## config.mk

```make
export PLATFORM = sky130hd
export DESIGN_NAME = dcache_ctrl
export DESIGN_NICKNAME = d
export VERILOG_FILES = /design/src/hdl/dcache_pkg.sv /design/src/hdl/mem_op_pkg.sv /design/src/hdl/dcache_ctrl.sv /design/src/hdl/dcache_miss_fsm.sv /design/src/hdl/store_byte_mask.sv
export SDC_FILE = /design/constraint.sdc
export NUM_CORES = 1
export LEC_CHECK = 0
export BUFFER_PORTS_ARGS = -buffer_cell sky130_fd_sc_hd__buf_2
export CELL_PAD_IN_SITES_DETAIL_PLACEMENT = 2
export CELL_PAD_IN_SITES_GLOBAL_PLACEMENT = 2
export CORE_ASPECT_RATIO = 0.6
export CORE_UTILIZATION = 25
export DETAILED_ROUTE_END_ITERATION = 16
export GPL_ROUTABILITY_DRIVEN = 0
export HOLD_SLACK_MARGIN = 0.02
export MAX_ROUTING_LAYER = met4
export PLACE_DENSITY_LB_ADDON = 0.25
export SLEW_MARGIN = 25
export SYNTH_ARGS = -nofsm -noshare
export SYNTH_HDL_FRONTEND = slang
export SYNTH_SLANG_ARGS = --single-unit
```

## constraint.sdc

```tcl
create_clock -name clk -period 3 [get_ports clk]
set_clock_uncertainty 0.2 [all_clocks]
set_input_delay 0.15 -clock clk [delete_from_list [all_inputs] [get_ports clk]]
set_output_delay 0.15 -clock clk [all_outputs]
set_load 0.005 [all_outputs]
```

## src/hdl/dcache_pkg.sv

```systemverilog
`default_nettype none

package dcache_pkg;

    ////////////////////////////////////////////////////////////
    // Cache geometry
    ////////////////////////////////////////////////////////////

    // Two-way set associative, hit vector and tag enables follow this
    localparam int NUM_WAYS = 2;

    localparam int DEFAULT_ADDR_WIDTH = 32;
    localparam int DEFAULT_LINE_BYTES = 16;

    ////////////////////////////////////////////////////////////
    // Controller states
    ////////////////////////////////////////////////////////////

    typedef enum logic [2:0] {
        IDLE      = 3'd0,
        LOOKUP    = 3'd1,
        MISS_ADDR = 3'd2,
        MISS_DATA = 3'd3,
        REFILL    = 3'd4,
        WAIT_WB   = 3'd5
    } ctrl_state_e;

endpackage

`default_nettype wire

```

## src/hdl/mem_op_pkg.sv

```systemverilog
`default_nettype none

package mem_op_pkg;

    // Load/store access types as decoded by the pipeline
    typedef enum logic [2:0] {
        OP_LD_W  = 3'b000,
        OP_ST_W  = 3'b001,
        OP_LD_B  = 3'b010,
        OP_LD_H  = 3'b011,
        OP_LD_BU = 3'b100,
        OP_LD_HU = 3'b101,
        OP_ST_B  = 3'b110,
        OP_ST_H  = 3'b111
    } mem_op_e;

    // Bytes written by a store, zero for any load
    function automatic logic [2:0] store_bytes(input mem_op_e op);
        case (op)
            OP_ST_W: return 3'd4;
            OP_ST_H: return 3'd2;
            OP_ST_B: return 3'd1;
            default: return 3'd0;
        endcase
    endfunction

endpackage

`default_nettype wire

```

## src/hdl/dcache_ctrl.sv

```systemverilog
`timescale 1ns/1ps
`default_nettype none

module dcache_ctrl #(
    parameter int ADDR_WIDTH = dcache_pkg::DEFAULT_ADDR_WIDTH,
    parameter int LINE_BYTES = dcache_pkg::DEFAULT_LINE_BYTES
) (
    input  wire                                            clk,
    input  wire                                            rstn,
    input  wire                                            rvalid,
    input  wire                                            wvalid,
    input  wire                                            wvalid_pipe,
    input  var  mem_op_pkg::mem_op_e                       mem_type_pipe,
    input  wire  [ADDR_WIDTH-1:0]                          address,
    input  wire  [dcache_pkg::NUM_WAYS-1:0]                hit,
    input  wire                                            way_sel,
    input  wire                                            write_finish,
    input  wire                                            d_arready,
    input  wire                                            d_rvalid,
    input  wire                                            d_rlast,
    output logic                                           rready,
    output logic                                           wready,
    output logic                                           d_arvalid,
    output logic [ADDR_WIDTH-1:0]                          d_araddr,
    output logic                                           d_rready,
    output logic [dcache_pkg::NUM_WAYS*LINE_BYTES-1:0]     mem_we,
    output logic [dcache_pkg::NUM_WAYS-1:0]                tag_dv_we,
    output logic                                           lru_update,
    output logic                                           miss_lru_update,
    output logic                                           miss_lru_way,
    output logic                                           wfsm_en
);

    localparam int OFF_W = $clog2(LINE_BYTES);

    // FSM to mask generator
    logic store_en;
    logic refill_en;
    logic mask_way;

    dcache_miss_fsm #(
        .ADDR_WIDTH (ADDR_WIDTH),
        .LINE_BYTES (LINE_BYTES)
    ) u_miss_fsm (
        .clk             (clk),
        .rstn            (rstn),
        .rvalid          (rvalid),
        .wvalid          (wvalid),
        .wvalid_pipe     (wvalid_pipe),
        .address         (address),
        .hit             (hit),
        .way_sel         (way_sel),
        .write_finish    (write_finish),
        .d_arready       (d_arready),
        .d_rvalid        (d_rvalid),
        .d_rlast         (d_rlast),
        .rready          (rready),
        .wready          (wready),
        .d_arvalid       (d_arvalid),
        .d_araddr        (d_araddr),
        .d_rready        (d_rready),
        .tag_dv_we       (tag_dv_we),
        .lru_update      (lru_update),
        .miss_lru_update (miss_lru_update),
        .miss_lru_way    (miss_lru_way),
        .wfsm_en         (wfsm_en),
        .store_en        (store_en),
        .refill_en       (refill_en),
        .mask_way        (mask_way)
    );

    store_byte_mask #(
        .LINE_BYTES (LINE_BYTES)
    ) u_byte_mask (
        .store_en      (store_en),
        .refill_en     (refill_en),
        .mask_way      (mask_way),
        .mem_type_pipe (mem_type_pipe),
        .offset        (address[OFF_W-1:0]),
        .mem_we        (mem_we)
    );

endmodule

`default_nettype wire

```

## src/hdl/dcache_miss_fsm.sv

```systemverilog
`timescale 1ns/1ps
`default_nettype none

module dcache_miss_fsm #(
    parameter int ADDR_WIDTH = dcache_pkg::DEFAULT_ADDR_WIDTH,
    parameter int LINE_BYTES = dcache_pkg::DEFAULT_LINE_BYTES
) (
    input  wire                                clk,
    input  wire                                rstn,
    input  wire                                rvalid,
    input  wire                                wvalid,
    input  wire                                wvalid_pipe,
    input  wire  [ADDR_WIDTH-1:0]              address,
    input  wire  [dcache_pkg::NUM_WAYS-1:0]    hit,
    input  wire                                way_sel,
    input  wire                                write_finish,
    input  wire                                d_arready,
    input  wire                                d_rvalid,
    input  wire                                d_rlast,
    output logic                               rready,
    output logic                               wready,
    output logic                               d_arvalid,
    output logic [ADDR_WIDTH-1:0]              d_araddr,
    output logic                               d_rready,
    output logic [dcache_pkg::NUM_WAYS-1:0]    tag_dv_we,
    output logic                               lru_update,
    output logic                               miss_lru_update,
    output logic                               miss_lru_way,
    output logic                               wfsm_en,
    output logic                               store_en,
    output logic                               refill_en,
    output logic                               mask_way
);

    localparam int OFF_W = $clog2(LINE_BYTES);

    dcache_pkg::ctrl_state_e state;
    dcache_pkg::ctrl_state_e state_next;

    logic                  any_hit;
    logic                  new_req;
    logic [ADDR_WIDTH-1:0] miss_addr;

    assign any_hit = |hit;
    assign new_req = rvalid | wvalid;

    always_ff @(posedge clk or negedge rstn) begin
        if (!rstn) begin
            state     <= dcache_pkg::IDLE;
            miss_addr <= '0;
        end else begin
            state <= state_next;
            // Line address kept once the miss leaves lookup
            if (state == dcache_pkg::LOOKUP && !any_hit) begin
                miss_addr <= {address[ADDR_WIDTH-1:OFF_W], {OFF_W{1'b0}}};
            end
        end
    end

    ////////////////////////////////////////////////////////////
    // Next state and control outputs
    ////////////////////////////////////////////////////////////

    always_comb begin
        state_next      = state;
        rready          = 1'b0;
        wready          = 1'b0;
        d_arvalid       = 1'b0;
        d_araddr        = '0;
        d_rready        = 1'b0;
        tag_dv_we       = '0;
        lru_update      = 1'b0;
        miss_lru_update = 1'b0;
        miss_lru_way    = 1'b0;
        wfsm_en         = 1'b0;
        store_en        = 1'b0;
        refill_en       = 1'b0;
        mask_way        = 1'b0;

        case (state)
            dcache_pkg::IDLE: begin
                rready = 1'b1;
                wready = 1'b1;
                if (new_req) begin
                    state_next = dcache_pkg::LOOKUP;
                end
            end

            dcache_pkg::LOOKUP: begin
                if (any_hit) begin
                    // Completion for the request in lookup
                    rready     = ~wvalid_pipe;
                    wready     = wvalid_pipe;
                    lru_update = 1'b1;
                    store_en   = wvalid_pipe;
                    mask_way   = hit[1];
                    if (wvalid_pipe) begin
                        tag_dv_we = hit;
                    end
                    // Stay put so the next hit completes next cycle
                    state_next = new_req ? dcache_pkg::LOOKUP : dcache_pkg::IDLE;
                end else begin
                    // Kick off victim write-back alongside the refill read
                    wfsm_en    = 1'b1;
                    state_next = dcache_pkg::MISS_ADDR;
                end
            end

            dcache_pkg::MISS_ADDR: begin
                d_arvalid = 1'b1;
                d_araddr  = miss_addr;
                if (d_arready) begin
                    state_next = dcache_pkg::MISS_DATA;
                end
            end

            dcache_pkg::MISS_DATA: begin
                d_rready = 1'b1;
                if (d_rvalid && d_rlast) begin
                    state_next = dcache_pkg::REFILL;
                end
            end

            dcache_pkg::REFILL: begin
                refill_en          = 1'b1;
                mask_way           = way_sel;
                tag_dv_we[way_sel] = 1'b1;
                miss_lru_update    = 1'b1;
                miss_lru_way       = way_sel;
                state_next         = dcache_pkg::WAIT_WB;
            end

            dcache_pkg::WAIT_WB: begin
                if (write_finish) begin
                    state_next = dcache_pkg::IDLE;
                end
            end

            default: begin
                state_next = dcache_pkg::IDLE;
            end
        endcase
    end

    ////////////////////////////////////////////////////////////
    // Checks
    ////////////////////////////////////////////////////////////

    // Tag compare never reports two matching ways
    hit_onehot: assert property (
        @(posedge clk) disable iff (!rstn)
        (state == dcache_pkg::LOOKUP) |-> $onehot0(hit)
    ) else $error("hit not one-hot in lookup: %b", hit);

    // Request and its address held until accepted
    ar_hold: assert property (
        @(posedge clk) disable iff (!rstn)
        (d_arvalid && !d_arready) |=> (d_arvalid && $stable(d_araddr))
    ) else $error("read address dropped or changed before d_arready");

endmodule

`default_nettype wire

```

## src/hdl/store_byte_mask.sv

```systemverilog
`timescale 1ns/1ps
`default_nettype none

module store_byte_mask #(
    parameter int LINE_BYTES = dcache_pkg::DEFAULT_LINE_BYTES
) (
    input  wire                                               store_en,
    input  wire                                               refill_en,
    input  wire                                               mask_way,
    input  var  mem_op_pkg::mem_op_e                          mem_type_pipe,
    input  wire [$clog2(LINE_BYTES)-1:0]                      offset,
    output logic [dcache_pkg::NUM_WAYS*LINE_BYTES-1:0]        mem_we
);

    localparam int OFF_W  = $clog2(LINE_BYTES);

    logic [2:0]            nbytes;
    logic [OFF_W-1:0]      base;
    logic [LINE_BYTES-1:0] span;
    logic [LINE_BYTES-1:0] line_mask;

    ////////////////////////////////////////////////////////////
    // Bytes covered within one line
    ////////////////////////////////////////////////////////////

    always_comb begin
        nbytes = mem_op_pkg::store_bytes(mem_type_pipe);
        base   = offset;

        // Word stores are aligned down to the word
        if (nbytes == 3'd4) begin
            base[1:0] = 2'b00;
        end

        // Misaligned halfword writes nothing
        if (nbytes == 3'd2 && offset[0]) begin
            nbytes = 3'd0;
        end

        span = LINE_BYTES'((32'd1 << nbytes) - 32'd1);

        if (refill_en) begin
            line_mask = '1;
        end else if (store_en) begin
            line_mask = span << base;
        end else begin
            line_mask = '0;
        end
    end

    ////////////////////////////////////////////////////////////
    // Place the line mask in the selected way
    ////////////////////////////////////////////////////////////

    always_comb begin
        mem_we = '0;
        mem_we[int'(mask_way)*LINE_BYTES +: LINE_BYTES] = line_mask;
    end

endmodule

`default_nettype wire

```

==> results of run 1 <==
-- layer usage --
metal | global-route usage [%] | vias up | routed length, um
met5 | - | - | 0
met4 | 4.419 | 0 | 131
met3 | 2.476 | 14 | 523
met2 | 34.81 | 124 | 5020
met1 | 31.84 | 1432 | 5880
li1 | - | 1361 | -
-- how the worst min path moves through the flow --
stage / startpoint / to
after global placement: rstn / u_miss_fsm.miss_addr[12]
final: d_arready / u_miss_fsm.state[0]
after CTS: d_arready / u_miss_fsm.state[0]
after detailed placement: rstn / u_miss_fsm.miss_addr[12]
after floorplan: rstn / u_miss_fsm.miss_addr[10]
after global routing: d_arready / u_miss_fsm.state[0]
-- cells in the mapped netlist (7+ instances only) --
cell      number
and2_1        36
nor2_1        35
dfrtp_1       31
a21oi_1       19
mux2_1        18
clkbuf_1      15
nand2_1       11
mux2_2        10
nor3_1         9
inv_1          8
buf_2          7
o21ai_1        7
-- critical path, stage by stage --
cell,delay [ns]
buf_2,0.17
or3b_4,0.41
o21ai_0,0.08
ha_1,0.32
nor3_1,0.10
o21ai_2,0.26
a311oi_1,0.19
or2_0,0.25
a311oi_1,0.31
buf_2,0.18
-- cell families after synthesis --
group	count (synthesis)
buf+inv	36
mux	28
simple gates	131
fa+ha+maj	2
compound gates	72
xor+xnor	1
other cells	2
flops	31
-- flip-flops by register name, indices dropped and copies added (netlist names) --
name / flops
u_miss_fsm.miss_addr: 28
u_miss_fsm.state: 3
-- metrics by stage --
stage	setup WS [ns]	cell area [um^2]	std cells	power, mW
after floorplan	0.3826	2551	307	1.371
after global placement	0.3210	3248	541	1.769
after detailed placement	0.1374	3248	541	1.830
after CTS	0.1061	3732	580	2.475
after global routing	0.04906	3752	581	2.676
final	0.2401	3752	581	2.507
-- layout make-up --
cell class | instances | area [um^2] | area share [%]
inverter | 9 | 33.78 | 0.9003
clock buffer | 6 | 138.9 | 3.701
timing repair buffer | 158 | 973.4 | 25.94
tap | 135 | 168.9 | 4.501
multi-input combinational | 240 | 1627 | 43.35
sequential | 31 | 775.7 | 20.67
clock inverter | 2 | 35.03 | 0.9336
-- power by group through the flow --
stage | Sequential [mW] | Clock (mW) | Combinational, mW
after global routing | 0.786 | 0.636 | 1.25
after floorplan | 0.696 | 0 | 0.675
after CTS | 0.745 | 0.608 | 1.12
final | 0.756 | 0.606 | 1.15
after detailed placement | 0.751 | 0 | 1.08
after global placement | 0.727 | 0 | 1.04
-- timing repair --
item / CTS / global route
hold buffers: 31 / 0
endpoints found under the hold margin: 60 / 0
endpoints found under the setup margin: 0 / 18
resized for setup: 0 / 3
buffers inserted: 0 / 1
==> flow_summary.yaml, run 1 <==
logic_synthesis:
  netlist_top_cells_area: "dfrtp_1, and2_1, mux2_1"
  synth-xor-area-share_pct: 0.3453
  synth_flop_cell: "dfrtp_1"
  syn_area_mm2: 0.002536
  avgSynthCellArea_um2: 8.370
  synth_edf_count: 0
  yosysTopAreaCell: "dfrtp_1"
  yosysTopAreaCellShare_pct: 30.59
  synthSimpleGateAreaFrac_pct: 29.06
  ys.warnings.count: 0
  async_flop_share_pct: 100.0
  synth_seq_cells: 31
  synth_top_family_by_area: "simple AND/OR/NAND/NOR gates"
  synth_mux_area_share_pct: 12.43
  yosysSeqAreaShare_pct: 30.59
  synthCells: 303
  yosysUniqueCellTypes: 59
  synth_compound_area_share_pct: 19.73
  synth_fa_ha_area_share_pct: 0.9867
final_layout:
  mostFrequentLayoutCells: "buf_2, and2_1, nor2_1"
  diodes: 0
  fillers: 1132
  syn_to_final_growth_pct: 47.95
  final_common_cell: "buf_2"
  utilization_pct: 38.12
  final_nets: 494
  drive_gt1_share_pct: 36.32
die:
  fp.dieArea_mm2: 0.01057
  rows: 28
  start_util_pct: 25.76
  die_y_um: 80.02
  core-area_mm2: 0.009844
  die_w_um: 132.0
  pin_count: 121
drt:
  dr.pass1.iters: 4
  vias: 2931
  drc: 0
  vias_per_cell: 5.045
  first_iter_violations: 132
  antenna_left: 0
  routed_wl_mm: 11.56
  routedWlPerCell_um: 19.89
setup_path:
  r2r_cells: 4
  r2r_end: "u_miss_fsm.state[2]"
  startpoint: "mem_type_pipe[1]"
  cp.arrival_ns: 2.41
  critPathLaunchType: "primary input"
  critPathMaxFanout: 11
  worstSetupPathType: "primary input to primary output"
  crit_path_end_kind: "primary output"
  cp-endpoint: "mem_we[14]"
  cp_data_required_time_ns: 2.65
  ff2ff_setup_slack_ns: 0.83
  rr_startpoint: "u_miss_fsm.state[2]"
grt:
  grt_pass1_vias: 3044
  grt_overflow: 0
  antenna_found_initial: 0
  grt_max_degree: 32
  grt_pass1_wl_mm: 17.73
  grtUsageTotal_pct: 22.59
clocking:
  cts.sinks: 31
  cts_buffer_depth: 2
  cts_tree: "done"
  clk_pin_slew_ns: 0.06
  cts_max_level: 2
  insertion_delay_ns: 0.28
  clockRootBuffer: "clkbuf_16"
  cts_made_buffers: 5
placed_design:
  dpl.hpwl_mm: 8.096
  port-buffer-count: 116
timing:
  grt_setup_unrepaired: "false"
  worst_pin_slew_ns: 0.7489
  period_share_pct: 92.00
  fin_setup_tns_ns: 0
  slew_headroom_pct: 50.07
  timing.fmax_mhz: 362.3
  hold_violations: 0
  hold_slack_ns: 0.07971
  drv_slew: 0
  setup_viol: 0
  period_needed_ns: 2.760
power_and_ir_drop:
  power.density_mw_per_mm2: 668.2
  pwr-share-seq_pct: 30.2
  comb_power_share_pct: 45.7
  p_sw_uw: 947.4
  irDropWorstVdd_uv: 243.8
  internal_power_mw: 1.560
  pwr-share-clk_pct: 24.2
  switching_share_pct: 37.79
  p_leak_nw: 1.858
run_status:
  run_status: "finished, final reports clean"
worst_hold_path:
  hold_path_depth: 3
  hold_class: "primary input to flip-flop"
run:
  drv_cap: 0
Note: power is estimated with default switching activity, not from simulation.
==> run 2: changes to the inputs <==
MAX_ROUTING_LAYER = not set   (was met4)
==> run 2 against run 1 <==
First-iteration DRC count is 26% higher. Sequential share of layout area stayed put. Register-to-register slack hardly changed. Highest routed layer unchanged.
==> flow_summary.yaml, run 2 (synthesized netlist as in run 1, its figures left out) <==
final_layout:
  largest_reg_flops: 28
  fillers: 1132
  diodes: 0
  design_area_mm2: 0.003752
  final_common_cell: "buf_2"
  drive_gt1_share_pct: 36.32
  final_nets: 494
  utilization_pct: 38.12
  syn_to_final_growth_pct: 47.95
  mostFrequentLayoutCells: "buf_2, and2_1, nor2_1"
  top_regs: "u_miss_fsm.miss_addr: 28 flops, u_miss_fsm.state: 3 flops"
  largest-register: "u_miss_fsm.miss_addr"
setup_path:
  cp.arrival_ns: 2.41
  critical-path-top-delay-family: "compound AO/OA/AOI/OAI gates"
  slowest_stage: "or3b_4"
  r2r_end: "u_miss_fsm.state[2]"
  ff2ff_setup_slack_ns: 0.82
  rr_startpoint: "u_miss_fsm.state[2]"
  critPathMaxFanout: 11
  crit_path_end_kind: "primary output"
  worstSetupPathType: "primary input to primary output"
  crit_chain: "buf_2 > or3b_4 > o21ai_0 > ha_1 > nor3_1 > o21ai_2 > a311oi_1 > or2_0 > a311oi_1 > buf_2"
  cp_data_required_time_ns: 2.65
  critPathMaxStageDelay_ns: 0.41
  critPathLaunchType: "primary input"
  cp.buffers_inverters: 2
  r2r_cells: 4
grt:
  grt_pass1_vias: 3042
  grt_max_degree: 32
  antenna_found_initial: 0
  grt_pass1_wl_mm: 17.75
  grt_overflow: 0
  grtUsageTotal_pct: 22.01
power_and_ir_drop:
  irDropWorstVdd_uv: 244.3
  power.density_mw_per_mm2: 668.6
  p_leak_nw: 1.858
  power_mw: 2.509
timing:
  setup_viol: 0
  fin_setup_tns_ns: 0
  slew_headroom_pct: 49.97
  timing.fmax_mhz: 362.6
  period_needed_ns: 2.758
  grt_setup_unrepaired: "false"
  drv_slew: 0
  worst_pin_slew_ns: 0.7505
  hold_violations: 0
  period_share_pct: 91.92
  setup_ws_ns: 0.2423
run:
  drv_cap: 0
drt:
  routed_wl_mm: 11.56
  drc: 0
  first_iter_violations: 166
  dr.pass1.iters: 4
  vias_per_cell: 5.050
  routedWlPerCell_um: 19.90
  vias: 2934
  antenna_left: 0
placed_design:
  dpl_worst_slack_ns: 0.1374
  placed_area_mm2: 0.003248
  port-buffer-count: 116
  dpl.hpwl_mm: 8.096
run_status:
  run_status: "finished, final reports clean"
clocking:
  clk_pin_slew_ns: 0.06
  cts_tree: "done"
  cts_buffer_depth: 2
  cts_max_level: 2
  clockRootBuffer: "clkbuf_16"
  insertion_delay_ns: 0.28
  cts_made_buffers: 5
  cts.sinks: 31
die:
  pin_count: 121
  die_y_um: 80.02
  start_util_pct: 25.76
  core-area_mm2: 0.009844
  die_w_um: 132.0
  rows: 28
  fp.dieArea_mm2: 0.01057
worst_hold_path:
  min_from: "d_arready"
  min_to: "u_miss_fsm.state[0]"
  hold_path_depth: 3
  hold_class: "primary input to flip-flop"
==> run 2: cell counts in the layout (fill, tap and decap cells not counted) <==
No cell type changed its count.
==> run 2: worst reg2reg max path, cell delays in order (launching register included) <==
cell and delay [ns]:
dfrtp_1 0.70, nor2b_1 0.15, and2_1 0.22, a31o_2 0.24
dlygate4sd3_1 0.55
==> run 2: per-stage QoR <==
step / instances / hold WS [ns]
final: 581 / 0.08201
after global routing: 581 / 0.1014
after CTS: 580 / 0.08742
after detailed placement: 541 / 0.04787
after global placement: 541 / 0.04241
after floorplan: 307 / -0.3456
==> run 2: layout make-up <==
class                           count  area [um^2]  share of cell area, %
Clock buffer                        6        138.9                  3.701
Clock inverter                      2        35.03                 0.9336
Inverter                            9        33.78                 0.9003
Multi-Input combinational cell    240         1627                  43.35
Sequential cell                    31        775.7                  20.67
Tap cell                          135        168.9                  4.501
Timing Repair Buffer              158        973.4                  25.94
==> run 2: worst max path at each step <==
stage | from | endpoint | slack [ns] | cells after the start
final | mem_type_pipe[1] | mem_we[14] | 0.24 | 10
after global routing | mem_type_pipe[1] | mem_we[14] | 0.05 | 10
after CTS | u_miss_fsm.state[2] | mem_we[16] | 0.11 | 6
after detailed placement | mem_type_pipe[1] | mem_we[14] | 0.14 | 10
after global placement | mem_type_pipe[1] | mem_we[14] | 0.32 | 10
after floorplan | mem_type_pipe[2] | mem_we[14] | 0.38 | 9
==> run 2: routing by layer <==
| layer | GRT usage, % | up-vias | share of wire [%] |
|---|---|---|---|
| met5 | 0 | - | 0 |
| met4 | 4.419 | 0 | 1.1 |
| met2 | 34.92 | 121 | 44 |
| met3 | 3.048 | 12 | 5.7 |
| li1 | - | 1358 | - |
| met1 | 31.54 | 1443 | 50 |
==> run 2: report_power, final <==
part,switching [mW],internal [mW]
Sequential,0.128,0.628
Clock,0.193,0.413
Combinational,0.627,0.519
==> run 2: what timing repair did <==
action,in CTS,in global routing
hold buffers,31,0
endpoints found under the setup margin,0,18
setup buffers,0,1
resized for setup,0,3
endpoints found under the hold margin,60,0
==> run 3: changes to the inputs <==
RECOVER_POWER = 25   (was not set)
==> run 3 against run 2 <==
The run now ends with max-capacitance violations, max-slew violations left. Setup slack got worse by 0.012 ns. Via count fell by 0.27%. Combinational power about the same. Critical endpoint is now mem_we[30]. Largest cell class unchanged. Largest power group unchanged.
==> flow_summary.yaml, run 3 (synthesized netlist as in run 1, its figures left out) <==
run_status:
  run_status: "finished with violations"
  violations: "max-capacitance violations, max-slew violations"
power_and_ir_drop:
  power_mw: 2.502
  switching_share_pct: 37.90
  p_sw_uw: 948.4
  irDropWorstVdd_uv: 243.6
  internal_power_mw: 1.554
  pwr-share-clk_pct: 24.2
  p_leak_nw: 1.852
  pwr-share-seq_pct: 30.2
  power.density_mw_per_mm2: 667.7
  comb_power_share_pct: 45.6
final_layout:
  final_common_cell: "buf_2"
  multi_input_area_mm2: 0.001627
  final_cells: 581
  drive_gt1_share_pct: 35.87
  top_regs: "u_miss_fsm.miss_addr: 28 flops, u_miss_fsm.state: 3 flops"
  largest-register: "u_miss_fsm.miss_addr"
  fillers: 1133
  largest_reg_flops: 28
  ff_latch_area_um2: 775.7
  diodes: 0
  final_nets: 494
  mostFrequentLayoutCells: "buf_2, and2_1, nor2_1"
  design_area_mm2: 0.003747
  syn_to_final_growth_pct: 47.76
setup_path:
  worstSetupPathType: "flip-flop to primary output"
  crit_chain: "clkbuf_1 > nor2b_1 > nand2_1 > a21o_1 > a311oi_1 > buf_2"
  cp_data_required_time_ns: 2.65
  critPathMaxStageDelay_ns: 0.48
  slowest_stage: "clkbuf_1"
  cp.arrival_ns: 2.42
  critPathLaunchType: "flip-flop"
  cp.buffers_inverters: 2
  startpoint: "u_miss_fsm.state[0]"
  critical-path-top-delay-family: "compound AO/OA/AOI/OAI gates"
  rr_startpoint: "u_miss_fsm.state[0]"
  crit_path_end_kind: "primary output"
  critPathMaxFanout: 17
run:
  drv_cap: 1
drt:
  dr.pass1.iters: 4
  antenna_left: 0
  vias: 2926
  routedWlPerCell_um: 19.88
  drc: 0
  routed_wl_mm: 11.55
  first_iter_violations: 155
  vias_per_cell: 5.036
die:
  rows: 28
  pin_count: 121
  start_util_pct: 25.76
  core-area_mm2: 0.009844
  fp.dieArea_mm2: 0.01057
  die_w_um: 132.0
  die_y_um: 80.02
placed_design:
  placed_area_mm2: 0.003248
  dpl.hpwl_mm: 8.096
  port-buffer-count: 116
  dp.cells: 541
  dpl_worst_slack_ns: 0.1374
clocking:
  cts_made_buffers: 5
  insertion_delay_ns: 0.28
  cts_tree: "done"
  clockRootBuffer: "clkbuf_16"
  cts_max_level: 2
  cts.sinks: 31
  cts_buffer_depth: 2
  clk_pin_slew_ns: 0.06
timing:
  fin_setup_tns_ns: 0
  period_needed_ns: 2.769
  timing.fmax_mhz: 361.1
  grt_setup_unrepaired: "false"
  drv_slew: 32
  hold_violations: 0
  worst_pin_slew_ns: 1.796
  setup_ws_ns: 0.2306
  period_share_pct: 92.31
  slew_headroom_pct: -19.75
  setup_viol: 0
grt:
  grt_max_degree: 32
  grt_pass1_vias: 3042
  grt_pass1_wl_mm: 17.75
  grtUsageTotal_pct: 22.01
  antenna_found_initial: 0
  grt_overflow: 0
worst_hold_path:
  min_from: "d_arready"
  hold_class: "primary input to flip-flop"
[run 3: cell count changes in the layout (fill, tap and decap cells not counted)]
cell,before,now
buf_2,116,115
clkbuf_1,0,2
buf_4,11,10
[run 3: area by class of cell]
type / instances / share of cell area [%]
Clock buffer: 6 / 3.706
Clock inverter: 2 / 0.9349
Inverter: 9 / 0.9015
Multi-Input combinational cell: 240 / 43.41
Sequential cell: 31 / 20.70
Tap cell: 135 / 4.508
Timing Repair Buffer: 158 / 25.84
[run 3: repair_timing]
item                       in CTS  in global routing
hold endpoints to repair       60                  0
buffers inserted                0                  1
setup endpoints to repair       0                 18
hold buffers                   31                  0
gates resized for setup         0                  3
[run 3: path summary, 6_finish.rpt]
check / cells past startpoint / slack, ns / to
min in group asynchronous: 2 / 0.70 / u_miss_fsm.miss_addr[21]
setup reg to reg: 5 / 0.72 / u_miss_fsm.state[2]
hold / removal: 3 / 0.08 / u_miss_fsm.state[0]
setup / recovery: 6 / 0.23 / mem_we[30]
max in group asynchronous: 2 / 0.85 / u_miss_fsm.miss_addr[27]
hold reg to reg: 1 / 0.28 / u_miss_fsm.miss_addr[22]
[run 3: metrics by stage]
stage / utilization, % / hold slack [ns]
after global placement: 32.99 / 0.04241
after CTS: 37.91 / 0.08742
after floorplan: - / -0.3456
after global routing: 38.07 / 0.1032
after detailed placement: 32.99 / 0.04787
final: 38.07 / 0.08200
[run 3: tightest hold or removal path, stage by stage]
cell      delay [ns]
buf_2           0.08
a311oi_1        0.09
a21oi_1         0.18
[run 3: metal layers]
metal | part of all wire, % | track usage (%) | wire [um] | vias up
met2 | 44 | 34.92 | 5026 | 123
met3 | 7.1 | 3.048 | 820 | 12
li1 | - | - | - | 1358
met1 | 48 | 31.54 | 5579 | 1433
met4 | 1.1 | 4.419 | 123 | 0
met5 | 0 | 0 | 0 | -
[run 3: power by group through the flow]
stage	registers, mW	logic [mW]	clock network [mW]
final	0.756	1.14	0.606
after global routing	0.786	1.25	0.636
after CTS	0.745	1.12	0.608
after detailed placement	0.751	1.08	0
after global placement	0.727	1.04	0
after floorplan	0.696	0.675	0
